File: src/logic/vga_cmd_pkg.sv
package vga_cmd_pkg;

   // instruction opcodes
   localparam logic [3:0] op_nop = 4'h0;
   localparam logic [3:0] op_ldr = 4'h1;   // load row pointer
   localparam logic [3:0] op_ldc = 4'h2;   // load column pointer
   localparam logic [3:0] op_ldd = 4'h3;   // write color
   localparam logic [3:0] op_ldi = 4'h4;   // write color, then column + 1

   // decoder states
   localparam int st_width = 2;
   localparam logic [st_width-1:0] st_reset = 2'd0;
   localparam logic [st_width-1:0] st_ready = 2'd1;
   localparam logic [st_width-1:0] st_error = 2'd2;

   // frame buffer geometry
   localparam int fb_width       = 200;
   localparam int fb_height      = 150;
   localparam int fb_addr_width  = 15;
   localparam int fb_depth       = 30000;
   localparam int fb_color_width = 3;

   // immediate byte, read as a pointer or as a color
   typedef union packed {
      logic [7:0] pos;
      struct packed {
         logic [4:0]                pad;
         logic [fb_color_width-1:0] rgb;   // r, g, b from msb
      } pix;
   } vga_imm_u;

   typedef struct packed {
      logic [3:0] op;
      vga_imm_u   imm;
   } vga_inst_t;

endpackage

File: src/logic/vga_cmd_decoder.sv
`timescale 1ns/10ps

module vga_cmd_decoder (
   input  logic                                   i_clock,
   input  logic                                   i_reset,
   input  vga_cmd_pkg::vga_inst_t                 i_inst,
   input  logic                                   i_inst_en,
   output logic                                   o_wr_en,
   output logic [vga_cmd_pkg::fb_addr_width-1:0]  o_wr_addr,
   output logic [vga_cmd_pkg::fb_color_width-1:0] o_wr_color,
   output logic                                   o_error
);

   import vga_cmd_pkg::*;

   logic [st_width-1:0]      state;
   logic [7:0]               row;
   logic [7:0]               col;
   logic [fb_addr_width-1:0] cur_addr;
   logic                     in_range;

   // pointer position in the buffer, before any LDI increment
   assign cur_addr = fb_addr_width'(int'(row) * fb_width + int'(col));
   assign in_range = (int'(row) < fb_height) && (int'(col) < fb_width);

   assign o_error = (state == st_error);

   always_ff @(posedge i_clock) begin
      if (i_reset) begin
         state   <= st_reset;
         row     <= '0;
         col     <= '0;
         o_wr_en <= 1'b0;
      end else begin
         o_wr_en <= 1'b0;   // single-cycle write strobe
         case (state)
            st_reset, st_ready: begin
               state <= st_ready;
               if (i_inst_en) begin
                  case (i_inst.op)
                     op_nop: ;
                     op_ldr: row <= i_inst.imm.pos;
                     op_ldc: col <= i_inst.imm.pos;
                     op_ldd: o_wr_en <= in_range;
                     op_ldi: begin
                        o_wr_en <= in_range;
                        col     <= col + 8'd1;   // wraps at 256
                     end
                     default: begin
                        // unknown opcode, sticky until reset
                        state <= st_error;
                        row   <= '0;
                        col   <= '0;
                     end
                  endcase
               end
            end
            default: begin
               state <= st_error;
               row   <= '0;
               col   <= '0;
            end
         endcase
      end
   end

   // write payload, qualified by o_wr_en
   always_ff @(posedge i_clock) begin
      o_wr_addr  <= cur_addr;
      o_wr_color <= i_inst.imm.pix.rgb;
   end

endmodule

File: config.mk
export PLATFORM = sky130hd
export DESIGN_NAME = vga_cmd_decoder
export DESIGN_NICKNAME = d
export VERILOG_FILES = /design/src/logic/vga_cmd_pkg.sv /design/src/logic/vga_cmd_decoder.sv
export SDC_FILE = /design/constraint.sdc
export NUM_CORES = 1
export LEC_CHECK = 0
export BUFFER_PORTS_ARGS = -buffer_cell sky130_fd_sc_hd__buf_2
export CAP_MARGIN = 0
export CORE_MARGIN = 8
export CORE_UTILIZATION = 35
export CTS_CLUSTER_SIZE = 14
export DETAILED_ROUTE_END_ITERATION = 12
export GPL_ROUTABILITY_DRIVEN = 0
export PLACE_DENSITY = 0.61
export SYNTH_ARGS = -nofsm -noshare
export SYNTH_HDL_FRONTEND = slang
export SYNTH_SLANG_ARGS = --single-unit
File: constraint.sdc
create_clock -name i_clock -period 3.05 [get_ports i_clock]
set_clock_uncertainty 0.2 [all_clocks]
set_input_delay 0.305 -clock i_clock [delete_from_list [all_inputs] [get_ports i_clock]]
set_output_delay 0.305 -clock i_clock [all_outputs]
set_load 0.02 [all_outputs]
==> results.md <==
- DRC: 0
- Unrepaired setup endpoints after global routing: true
- Vias in the first global route: 1946
- Commonest non-fill, non-tap cells in the layout: 34 x buf_2, 32 x dfxtp_1, 24 x ha_1
- Slew margin rel.: 0.628
- CP arrival: 2.95 ns
- Crit-path max FO: 5
- Leakage: 1.37 nW
- H-tree Lvls: 2
- Die ar.: 9510 µm²
- Starting density of the core: 0.364
- Final std cells w/o fill: 389
- Maximum vdd drop: 0.000249 V
- Antenna Diode Count: 0
- Main synth FF type: dfxtp_1
- Num CTS Buffers: 5
- Total grt overflow: 0
- DP Cell Count: 372
- FF-to-FF setup slack: 0.08 ns
- Worst-Margin Slew: 0.555 ns
- Clock Latency Late Sink: 0.29 ns
- CTS tree: built
- Slowest stage delay, CP: 0.35 ns
- Post-synth EDFFs: 0
- Final Cell Area: 3000 µm²
- Syn Inst Count: 254
- Crit path kind: register to register
- DP HPWL: 3.96 mm
- Syn Std Cell Area: 2320 µm²
- Routed Antenna Nets: 0
- Root Driver: clkbuf_8
- Hold Crit Start: i_inst[5]
- Initial antenna violation count: 0
- Cell variety after synth: 48
- Hold crit path type: primary input to register
- Pre-antenna DRT Iters: 4
- Crit share post-route: 0.975
- Final wirelength: 5.29 mm
- GRT Total Usage: 0.111
- Wire length per cell: 13.6 µm
- First-pass GRT wire length: 8.94 mm
- DR vias/cell: 4.90
- Yosys warnings: 0
- Hold path cells: 3
- Clock Tree Buf Depth: 2
- Share of cells above drive strength 1: 0.330
- Seq/Total Area, Yosys: 0.319
- Critical-path cell list: buf_4 > ha_1 > inv_1 > ha_1 > ha_1 > ha_2 > a21oi_1 > nand3_2 > xnor2_2 > nor4_2 > xnor2_1
- Post-Syn Nets: 308
- Final Power: 949 µW
- Num rows: 29
- Period minus WS final: 2.97 ns
- Port buffer count: 34
- Hold endpoint: row[5]
- Min Hold Slack: 0.0752 ns
- Via count: 1908
- Nature of the critical path endpoint: register
- TNS Setup: 0 ns
- Peak Freq: 0.336 GHz
- Die Y: 97.5 µm
- Largest net degree at the start of global routing: 19
- # setup viols final: 0
- Starting DRT DRC Count: 52
- Cell Pwr Density: 317 nW/µm²
- Die span in x: 97.5 µm
- CP Launch Point: row[4]
- CP dominant cell by count: ha_1
- Final Hold Viols: 0
- Worst path required time: 3.02 ns
- # Max-Cap Violations: 0
- Placed Area: 2660 µm²
- Area Overhead vs Synth: 29.0%
- CP max stage cell: ha_2
- Worst r2r path cells: 11
- Seq cells post-synth: 37
- Clk sink count: 37
- Ys async rst share: 0
- I/O pin total: 35
- Core area: 6390 µm²
- Critical path startpoint category: register
- Nets: 365
- Reg clk slew, reported paths: 0.08 ns
- Most common cell after layout, fill and taps aside: buf_2
- Avg Cell Area, Syn: 9.15 µm²
- Status: finished, final reports clean
- Reg-to-Reg Start: row[4]
- Final max-slew violation count: 0
- RR Endpoint: o_wr_addr[14]
[critical path, delay by kind of cell, from the launching register on]
family,cells,cell delay (ns)
compound gates,1,0.20
fa+ha+maj,4,1.21
buf+inv,2,0.20
xor+xnor,2,0.29
flops,1,0.33
simple gates,2,0.42
[layout make-up]
cell class / count / area [µm²]
fillers: 625 / 3390
multi-input cells: 190 / 1640
flip-flops and latches: 37 / 752
repair buffers: 55 / 342
well taps: 77 / 96.3
inverters: 22 / 82.6
clock buffers: 5 / 68.8
clock inverters: 3 / 21.3
[layer usage]
metal | global-route usage | up-vias | part of all wire
met1 | 0.127 | 871 | 0.44
met2 | 0.195 | 32 | 0.50
li1 | - | 998 | -
met3 | 0.0363 | 7 | 0.047
met5 | 0 | - | 0
met4 | 0.0233 | 0 | 0.0096
[kinds of logic (layout without fill, tap and decap cells)]
| logic type | after synthesis | count (layout) | synth area share |
|---|---|---|---|
| adder cells (fa/ha/maj) | 39 | 39 | 0.223 |
| buffers and inverters | 27 | 85 | 0.0452 |
| AO/OA/AOI/OAI | 55 | 55 | 0.161 |
| AND/OR/NAND/NOR | 79 | 79 | 0.185 |
| flip-flops | 37 | 37 | 0.319 |
| XOR/XNOR | 17 | 17 | 0.0673 |
[state kept, by name, indices dropped and copies added (netlist names)]
name,cells
o_wr_addr,15
col,8
row,8
o_wr_color,3
state,2
o_wr_en,1
[power by group]
part | switching (mW) | total, mW | internal (mW)
Combinational | 0.0591 | 0.0982 | 0.0391
Clock | 0.191 | 0.353 | 0.162
Sequential | 0.00617 | 0.498 | 0.492
Total | 0.256 | 0.949 | 0.693
[Yosys cell counts (3+ instances only)]
| library cell | n | area (µm²) |
|---|---|---|
| nand3_1 | 13 | 65.1 |
| o21ai_0 | 7 | 35.0 |
| nor3_1 | 5 | 25.0 |
| inv_1 | 21 | 78.8 |
| ha_1 | 35 | 438 |
| xnor2_1 | 10 | 87.6 |
| o31ai_1 | 3 | 22.5 |
| a22oi_1 | 6 | 45.0 |
| buf_2 | 3 | 15.0 |
| fa_1 | 4 | 80.1 |
| nor2_1 | 21 | 78.8 |
| nand2_1 | 21 | 78.8 |
| dfxtp_1 | 37 | 741 |
| a21oi_1 | 19 | 95.1 |
| xor2_1 | 6 | 52.6 |
[timing repair]
| item | CTS | global route |
|---|---|---|
| pin swaps | 10 | 9 |
| gates cloned | 0 | 0 |
| setup endpoints to repair | 3 | 4 |
| hold endpoints to repair | 4 | 0 |
| gates resized for setup | 13 | 18 |
| hold buffers | 4 | 0 |
| setup buffers | 4 | 1 |
[worst max path at each step]
stage                                to  slack, ns  depth (start not counted)
final                     o_wr_addr[14]       0.08                         11
after CTS                 o_wr_addr[14]     0.0004                         12
after global routing      o_wr_addr[14]      -0.05                         11
after global placement    o_wr_addr[14]     -0.003                         12
after detailed placement  o_wr_addr[14]      -0.09                         12
after floorplan           o_wr_addr[14]       0.05                         12
[through the flow]
stage / setup WS, ns / util
floorplan: 0.0474 / -
global placement: -0.00261 / 0.416
detailed placement: -0.0923 / 0.416
CTS: 0.000437 / 0.455
global route: -0.0549 / 0.469
finish: 0.0763 / 0.469
(Power assumes the default switching activity.)
