## config.mk

```make
export PLATFORM = sky130hd
export DESIGN_NAME = vga_timing_gen
export DESIGN_NICKNAME = d
export VERILOG_FILES = /design/src/logic/vga_cmd_pkg.sv /design/src/logic/vga_timing_pkg.sv /design/src/logic/vga_timing_gen.sv
export SDC_FILE = /design/constraint.sdc
export NUM_CORES = 1
export LEC_CHECK = 0
export BUFFER_PORTS_ARGS = -buffer_cell sky130_fd_sc_hd__buf_4
export CORE_AREA = 5 5 91 93
export DETAILED_ROUTE_END_ITERATION = 10
export DIE_AREA = 0 0 96 98
export SLEW_MARGIN = 25
export SYNTH_ARGS = -nofsm -noshare
export SYNTH_HDL_FRONTEND = slang
export SYNTH_SLANG_ARGS = --single-unit
```

## constraint.sdc

```tcl
create_clock -name i_clock -period 5.32 [get_ports i_clock]
set_input_delay 0.798 -clock i_clock [delete_from_list [all_inputs] [get_ports i_clock]]
set_output_delay 0.798 -clock i_clock [all_outputs]
set_load 0.02 [all_outputs]
```

## src/logic/vga_cmd_pkg.sv

```systemverilog
package vga_cmd_pkg;

   // instruction opcodes
   localparam logic [3:0] op_nop = 4'h0;
   localparam logic [3:0] op_ldr = 4'h1;   // load row pointer
   localparam logic [3:0] op_ldc = 4'h2;   // load column pointer
   localparam logic [3:0] op_ldd = 4'h3;   // write color
   localparam logic [3:0] op_ldi = 4'h4;   // write color, then column + 1

   // decoder states
   localparam int st_width = 2;
   localparam logic [st_width-1:0] st_reset = 2'd0;
   localparam logic [st_width-1:0] st_ready = 2'd1;
   localparam logic [st_width-1:0] st_error = 2'd2;

   // frame buffer geometry
   localparam int fb_width       = 200;
   localparam int fb_height      = 150;
   localparam int fb_addr_width  = 15;
   localparam int fb_depth       = 30000;
   localparam int fb_color_width = 3;

   // immediate byte, read as a pointer or as a color
   typedef union packed {
      logic [7:0] pos;
      struct packed {
         logic [4:0]                pad;
         logic [fb_color_width-1:0] rgb;   // r, g, b from msb
      } pix;
   } vga_imm_u;

   typedef struct packed {
      logic [3:0] op;
      vga_imm_u   imm;
   } vga_inst_t;

endpackage

```

## src/logic/vga_timing_pkg.sv

```systemverilog
package vga_timing_pkg;

   localparam int cnt_width = 11;

   // 800x600 at 72 Hz, one pixel per clock
   localparam logic [cnt_width-1:0] h_visible = 11'd800;
   localparam logic [cnt_width-1:0] h_front   = 11'd56;
   localparam logic [cnt_width-1:0] h_sync    = 11'd120;
   localparam logic [cnt_width-1:0] h_back    = 11'd64;
   localparam logic [cnt_width-1:0] h_total   = 11'd1040;

   localparam logic [cnt_width-1:0] v_visible = 11'd600;
   localparam logic [cnt_width-1:0] v_front   = 11'd37;
   localparam logic [cnt_width-1:0] v_sync    = 11'd6;
   localparam logic [cnt_width-1:0] v_back    = 11'd23;
   localparam logic [cnt_width-1:0] v_total   = 11'd666;

   // sync windows, counted from the first visible pixel
   localparam logic [cnt_width-1:0] h_sync_start = h_visible + h_front;
   localparam logic [cnt_width-1:0] h_sync_end   = h_sync_start + h_sync;
   localparam logic [cnt_width-1:0] v_sync_start = v_visible + v_front;
   localparam logic [cnt_width-1:0] v_sync_end   = v_sync_start + v_sync;

   // 4x4 screen pixels per buffer pixel
   localparam int px_scale_log2 = 2;

endpackage

```

## src/logic/vga_timing_gen.sv

```systemverilog
`timescale 1ns/10ps

module vga_timing_gen (
   input  logic                                   i_clock,
   input  logic                                   i_reset,
   output logic [vga_cmd_pkg::fb_addr_width-1:0]  o_rd_addr,
   input  logic [vga_cmd_pkg::fb_color_width-1:0] i_rd_color,
   output logic                                   o_vga_hsync,
   output logic                                   o_vga_vsync,
   output logic                                   o_vga_r,
   output logic                                   o_vga_g,
   output logic                                   o_vga_b
);

   import vga_cmd_pkg::*;
   import vga_timing_pkg::*;

   logic [cnt_width-1:0] h_cnt;
   logic [cnt_width-1:0] v_cnt;
   logic                 hs;
   logic                 vs;
   logic                 visible;
   logic                 visible_d;   // aligned with i_rd_color

   // scan counters, start on the first visible pixel
   always_ff @(posedge i_clock) begin
      if (i_reset) begin
         h_cnt <= '0;
         v_cnt <= '0;
      end else if (h_cnt == h_total - 11'd1) begin
         h_cnt <= '0;
         if (v_cnt == v_total - 11'd1) begin
            v_cnt <= '0;
         end else begin
            v_cnt <= v_cnt + 11'd1;
         end
      end else begin
         h_cnt <= h_cnt + 11'd1;
      end
   end

   assign hs      = (h_cnt >= h_sync_start) && (h_cnt < h_sync_end);
   assign vs      = (v_cnt >= v_sync_start) && (v_cnt < v_sync_end);
   assign visible = (h_cnt < h_visible) && (v_cnt < v_visible);

   // buffer pixel under the beam, parked at 0 in blanking
   assign o_rd_addr = visible
      ? fb_addr_width'(int'(v_cnt >> px_scale_log2) * fb_width
                       + int'(h_cnt >> px_scale_log2))
      : '0;

   // one cycle delay to match the RAM read
   always_ff @(posedge i_clock) begin
      if (i_reset) begin
         o_vga_hsync <= 1'b0;
         o_vga_vsync <= 1'b0;
         visible_d   <= 1'b0;
      end else begin
         o_vga_hsync <= hs;
         o_vga_vsync <= vs;
         visible_d   <= visible;
      end
   end

   // blanking outside the visible area
   assign o_vga_r = visible_d & i_rd_color[2];
   assign o_vga_g = visible_d & i_rd_color[1];
   assign o_vga_b = visible_d & i_rd_color[0];

endmodule

```

==> impl_metrics.csv <==
group,metric,value,unit
outcome,status,"finished, final reports clean",
pwr,vdd_drop_max,0.000102,V
clocking,clockRootBuffer,"clkbuf_8",
timing,rsz0062_at_grt,"false",
clocking,hold_buffers,0,
clocking,clock_sinks,25,
timing,hold_violations,0,
timing,drv_slew,0,
cells_and_area,instances_no_fill,421,
global_route,grt_max_degree,17,
logic_synthesis,yosysMostFrequentCell,"ha_1",
floorplanning,die_h,98,µm
logic_synthesis,seq_area_frac_synth,20.6,%
detailed_routing,wl_per_cell,11.7,µm
logic_synthesis,ys.warnings.count,0,
logic_synthesis,avgSynthCellArea,8.27,µm²
logic_synthesis,synth_commonest_cells,"ha_1, nor2_1, inv_1, dfxtp_1, xnor2_1",
floorplanning,core,7450,µm²
floorplanning,rows,32,
critical_path,path_max_fanout,4,
hold_path,hold_path_class,"flop to flop",
cells_and_area,area_growth,14.0,%
run,cap_violations,0,
timing,slew_headroom,60.9,%
logic_synthesis,synth_top_cell_area_share,24.2,%
logic_synthesis,synth_cell_types,45,
timing,clock.fmax,0.208,GHz
detailed_routing,vias_per_cell,4.71,
timing,setup_tns,0,ns
timing,whs,0.468,ns
logic_synthesis,syn_area,2430,µm²
critical_path,cp.arrival,4.01,ns
clocking,cts-htree-levels,1,
detailed_routing,drtIter0Drc,59,
critical_path,start_kind,"flop",
pwr,powerDensity,116,nW/µm²
logic_synthesis,synth_ff_type,"dfxtp_1",
logic_synthesis,synth_seq_cells,25,
global_route,grt_pass1_wl,8760,µm
floorplanning,initial_utilization,32.7,%
logic_synthesis,ys_async_sr_fraction,0,%
critical_path,crit_required,4.52,ns
clocking,cts_buffers,3,
detailed_routing,drc,0,
global_route,grt_pass1_vias,1941,
cells_and_area,n_antenna_cell,0,
logic_synthesis,synth_edf_count,0,
critical_path,crit_type,"flop to output pin",
cells_and_area,utilization,37.2,%
cells_and_area,fin_nets,377,
floorplanning,die_area,9410,µm²
timing,fin_skew,0.00229,ns
detailed_routing,vias,1985,
detailed_routing,firstDrtPassIters,4,
logic_synthesis,synth_area_leaders,"ha_1, dfxtp_1, nor2_1, xnor2_1, inv_1",
clocking,insertion_delay,0.27,ns
logic_synthesis,postSynthCellCount,294,
timing,worst_pin_slew,0.571,ns
critical_path,crit_path_end_kind,"output pin",
logic_synthesis,synth_top_cell_by_area,"ha_1",
placement,place.port_buffers,24,
global_route,gr-total-overflow,0,
clocking,cts_tree,"built",
placement,dp_hpwl,4050,µm
detailed_routing,antenna_left,0,
clocking,clk_pin_slew,0.09,ns
timing,setup-violations-final,0,
clocking,cts_buffer_depth,2,
cells_and_area,drive_gt1_share,11.6,%
clocking,cts_setup_buffers,0,
placement,gp_congestion,0.820,
timing,fin_crit_sh,90.4,%
detailed_routing,postRouteWirelength,4940,µm
logic_synthesis,synth_fp_nets,351,
timing,period_minus_slack,4.81,ns
floorplanning,io_pins,25,
placement,placedCellCount,417,
global_route,grt_antenna_before_repair,0,
global_route,track_usage,11.2,%
floorplanning,die_x,96,µm
pwr,p_leak,0.00140,µW
clocking,cts.repair.resized,0,
==> cells in the final DEF (no fill, tap or decap), types with 4 or more instances in the layout <==
cell type,instances
nand4_1,4
inv_1,39
nand3_1,7
nor2_1,44
and2_1,4
a21oi_1,10
fa_1,5
nand2b_1,4
dfxtp_1,25
or3_1,4
nand2_1,17
ha_1,47
o21ai_0,10
buf_4,24
xor2_1,12
xnor2_1,18
==> cell type report <==
cell class / instances / area [µm²]
Fill cell: 797 / 4670
Multi-Input combinational cell: 227 / 1770
Sequential cell: 25 / 500
Timing Repair Buffer: 24 / 180
Inverter: 39 / 146
Tap cell: 102 / 128
Clock buffer: 4 / 45.0
==> path summary, 6_finish.rpt <==
check,startpoint,end,slack (ns),cells after the start
setup / recovery,v_cnt[5]$_SDFFE_PP0P_,o_rd_addr[14],0.51,14
hold / removal,h_cnt[0]$_SDFF_PP0_,h_cnt[0]$_SDFF_PP0_,0.47,1
setup reg to reg,h_cnt[8]$_SDFF_PP0_,v_cnt[10]$_SDFFE_PP0P_,3.20,6
hold reg to reg,h_cnt[0]$_SDFF_PP0_,h_cnt[0]$_SDFF_PP0_,0.47,1
==> per-stage QoR <==
| step | total power [µW] | instance area, µm² | setup WS (ns) |
|---|---|---|---|
| final | 321 | 2770 | 0.512 |
| after global routing | 337 | 2770 | 0.124 |
| after CTS | 329 | 2770 | 0.514 |
| after detailed placement | 213 | 2730 | 0.852 |
| after global placement | 212 | 2730 | 0.877 |
| after floorplan | 205 | 2430 | 1.01 |
==> sequential cells by signal, summed over array words and instances, names as in the netlist <==
| name | flops |
|---|---|
| o_vga_vsync | 1 |
| visible_d | 1 |
| h_cnt | 11 |
| o_vga_hsync | 1 |
| v_cnt | 11 |
==> per-layer routing <==
metal	vias up	routed length, µm	track usage, %
met3	4	157	1.08
met5	-	0	0
met2	26	2250	18.7
met4	0	47	2.84
met1	921	2480	15.2
li1	1034	-	-
==> power by group <==
group	internal [µW]	total, µW	leakage, µW	switching [µW]
sequential	189	192	0.000202	2.32
clock	53.5	113	0.0000228	59.3
combinational	7.35	16.5	0.00118	9.12
total	250	321	0.00140	70.7
==> cells by family after synthesis <==
group                    Yosys count  synth area share [%]
adder cells (fa/ha/maj)           52                  28.3
XOR/XNOR                          31                  11.7
AND/OR/NAND/NOR                  104                  22.3
buffers and inverters             42                  6.53
flip-flops                        25                  20.6
AO/OA/AOI/OAI                     40                  10.5
==> worst max-delay path, stage by stage (launching register included) <==
cell	delay, ns
dfxtp_1	0.39
inv_1	0.11
ha_1	0.28
inv_1	0.04
ha_1	0.28
fa_1	0.46
ha_1	0.25
a211oi_1	0.41
nor2_1	0.13
xor2_1	0.36
nand4_2	0.16
nor3b_2	0.27
xnor3_1	0.34
nor2_1	0.09
buf_4	0.16
(Power assumes the default switching activity.)
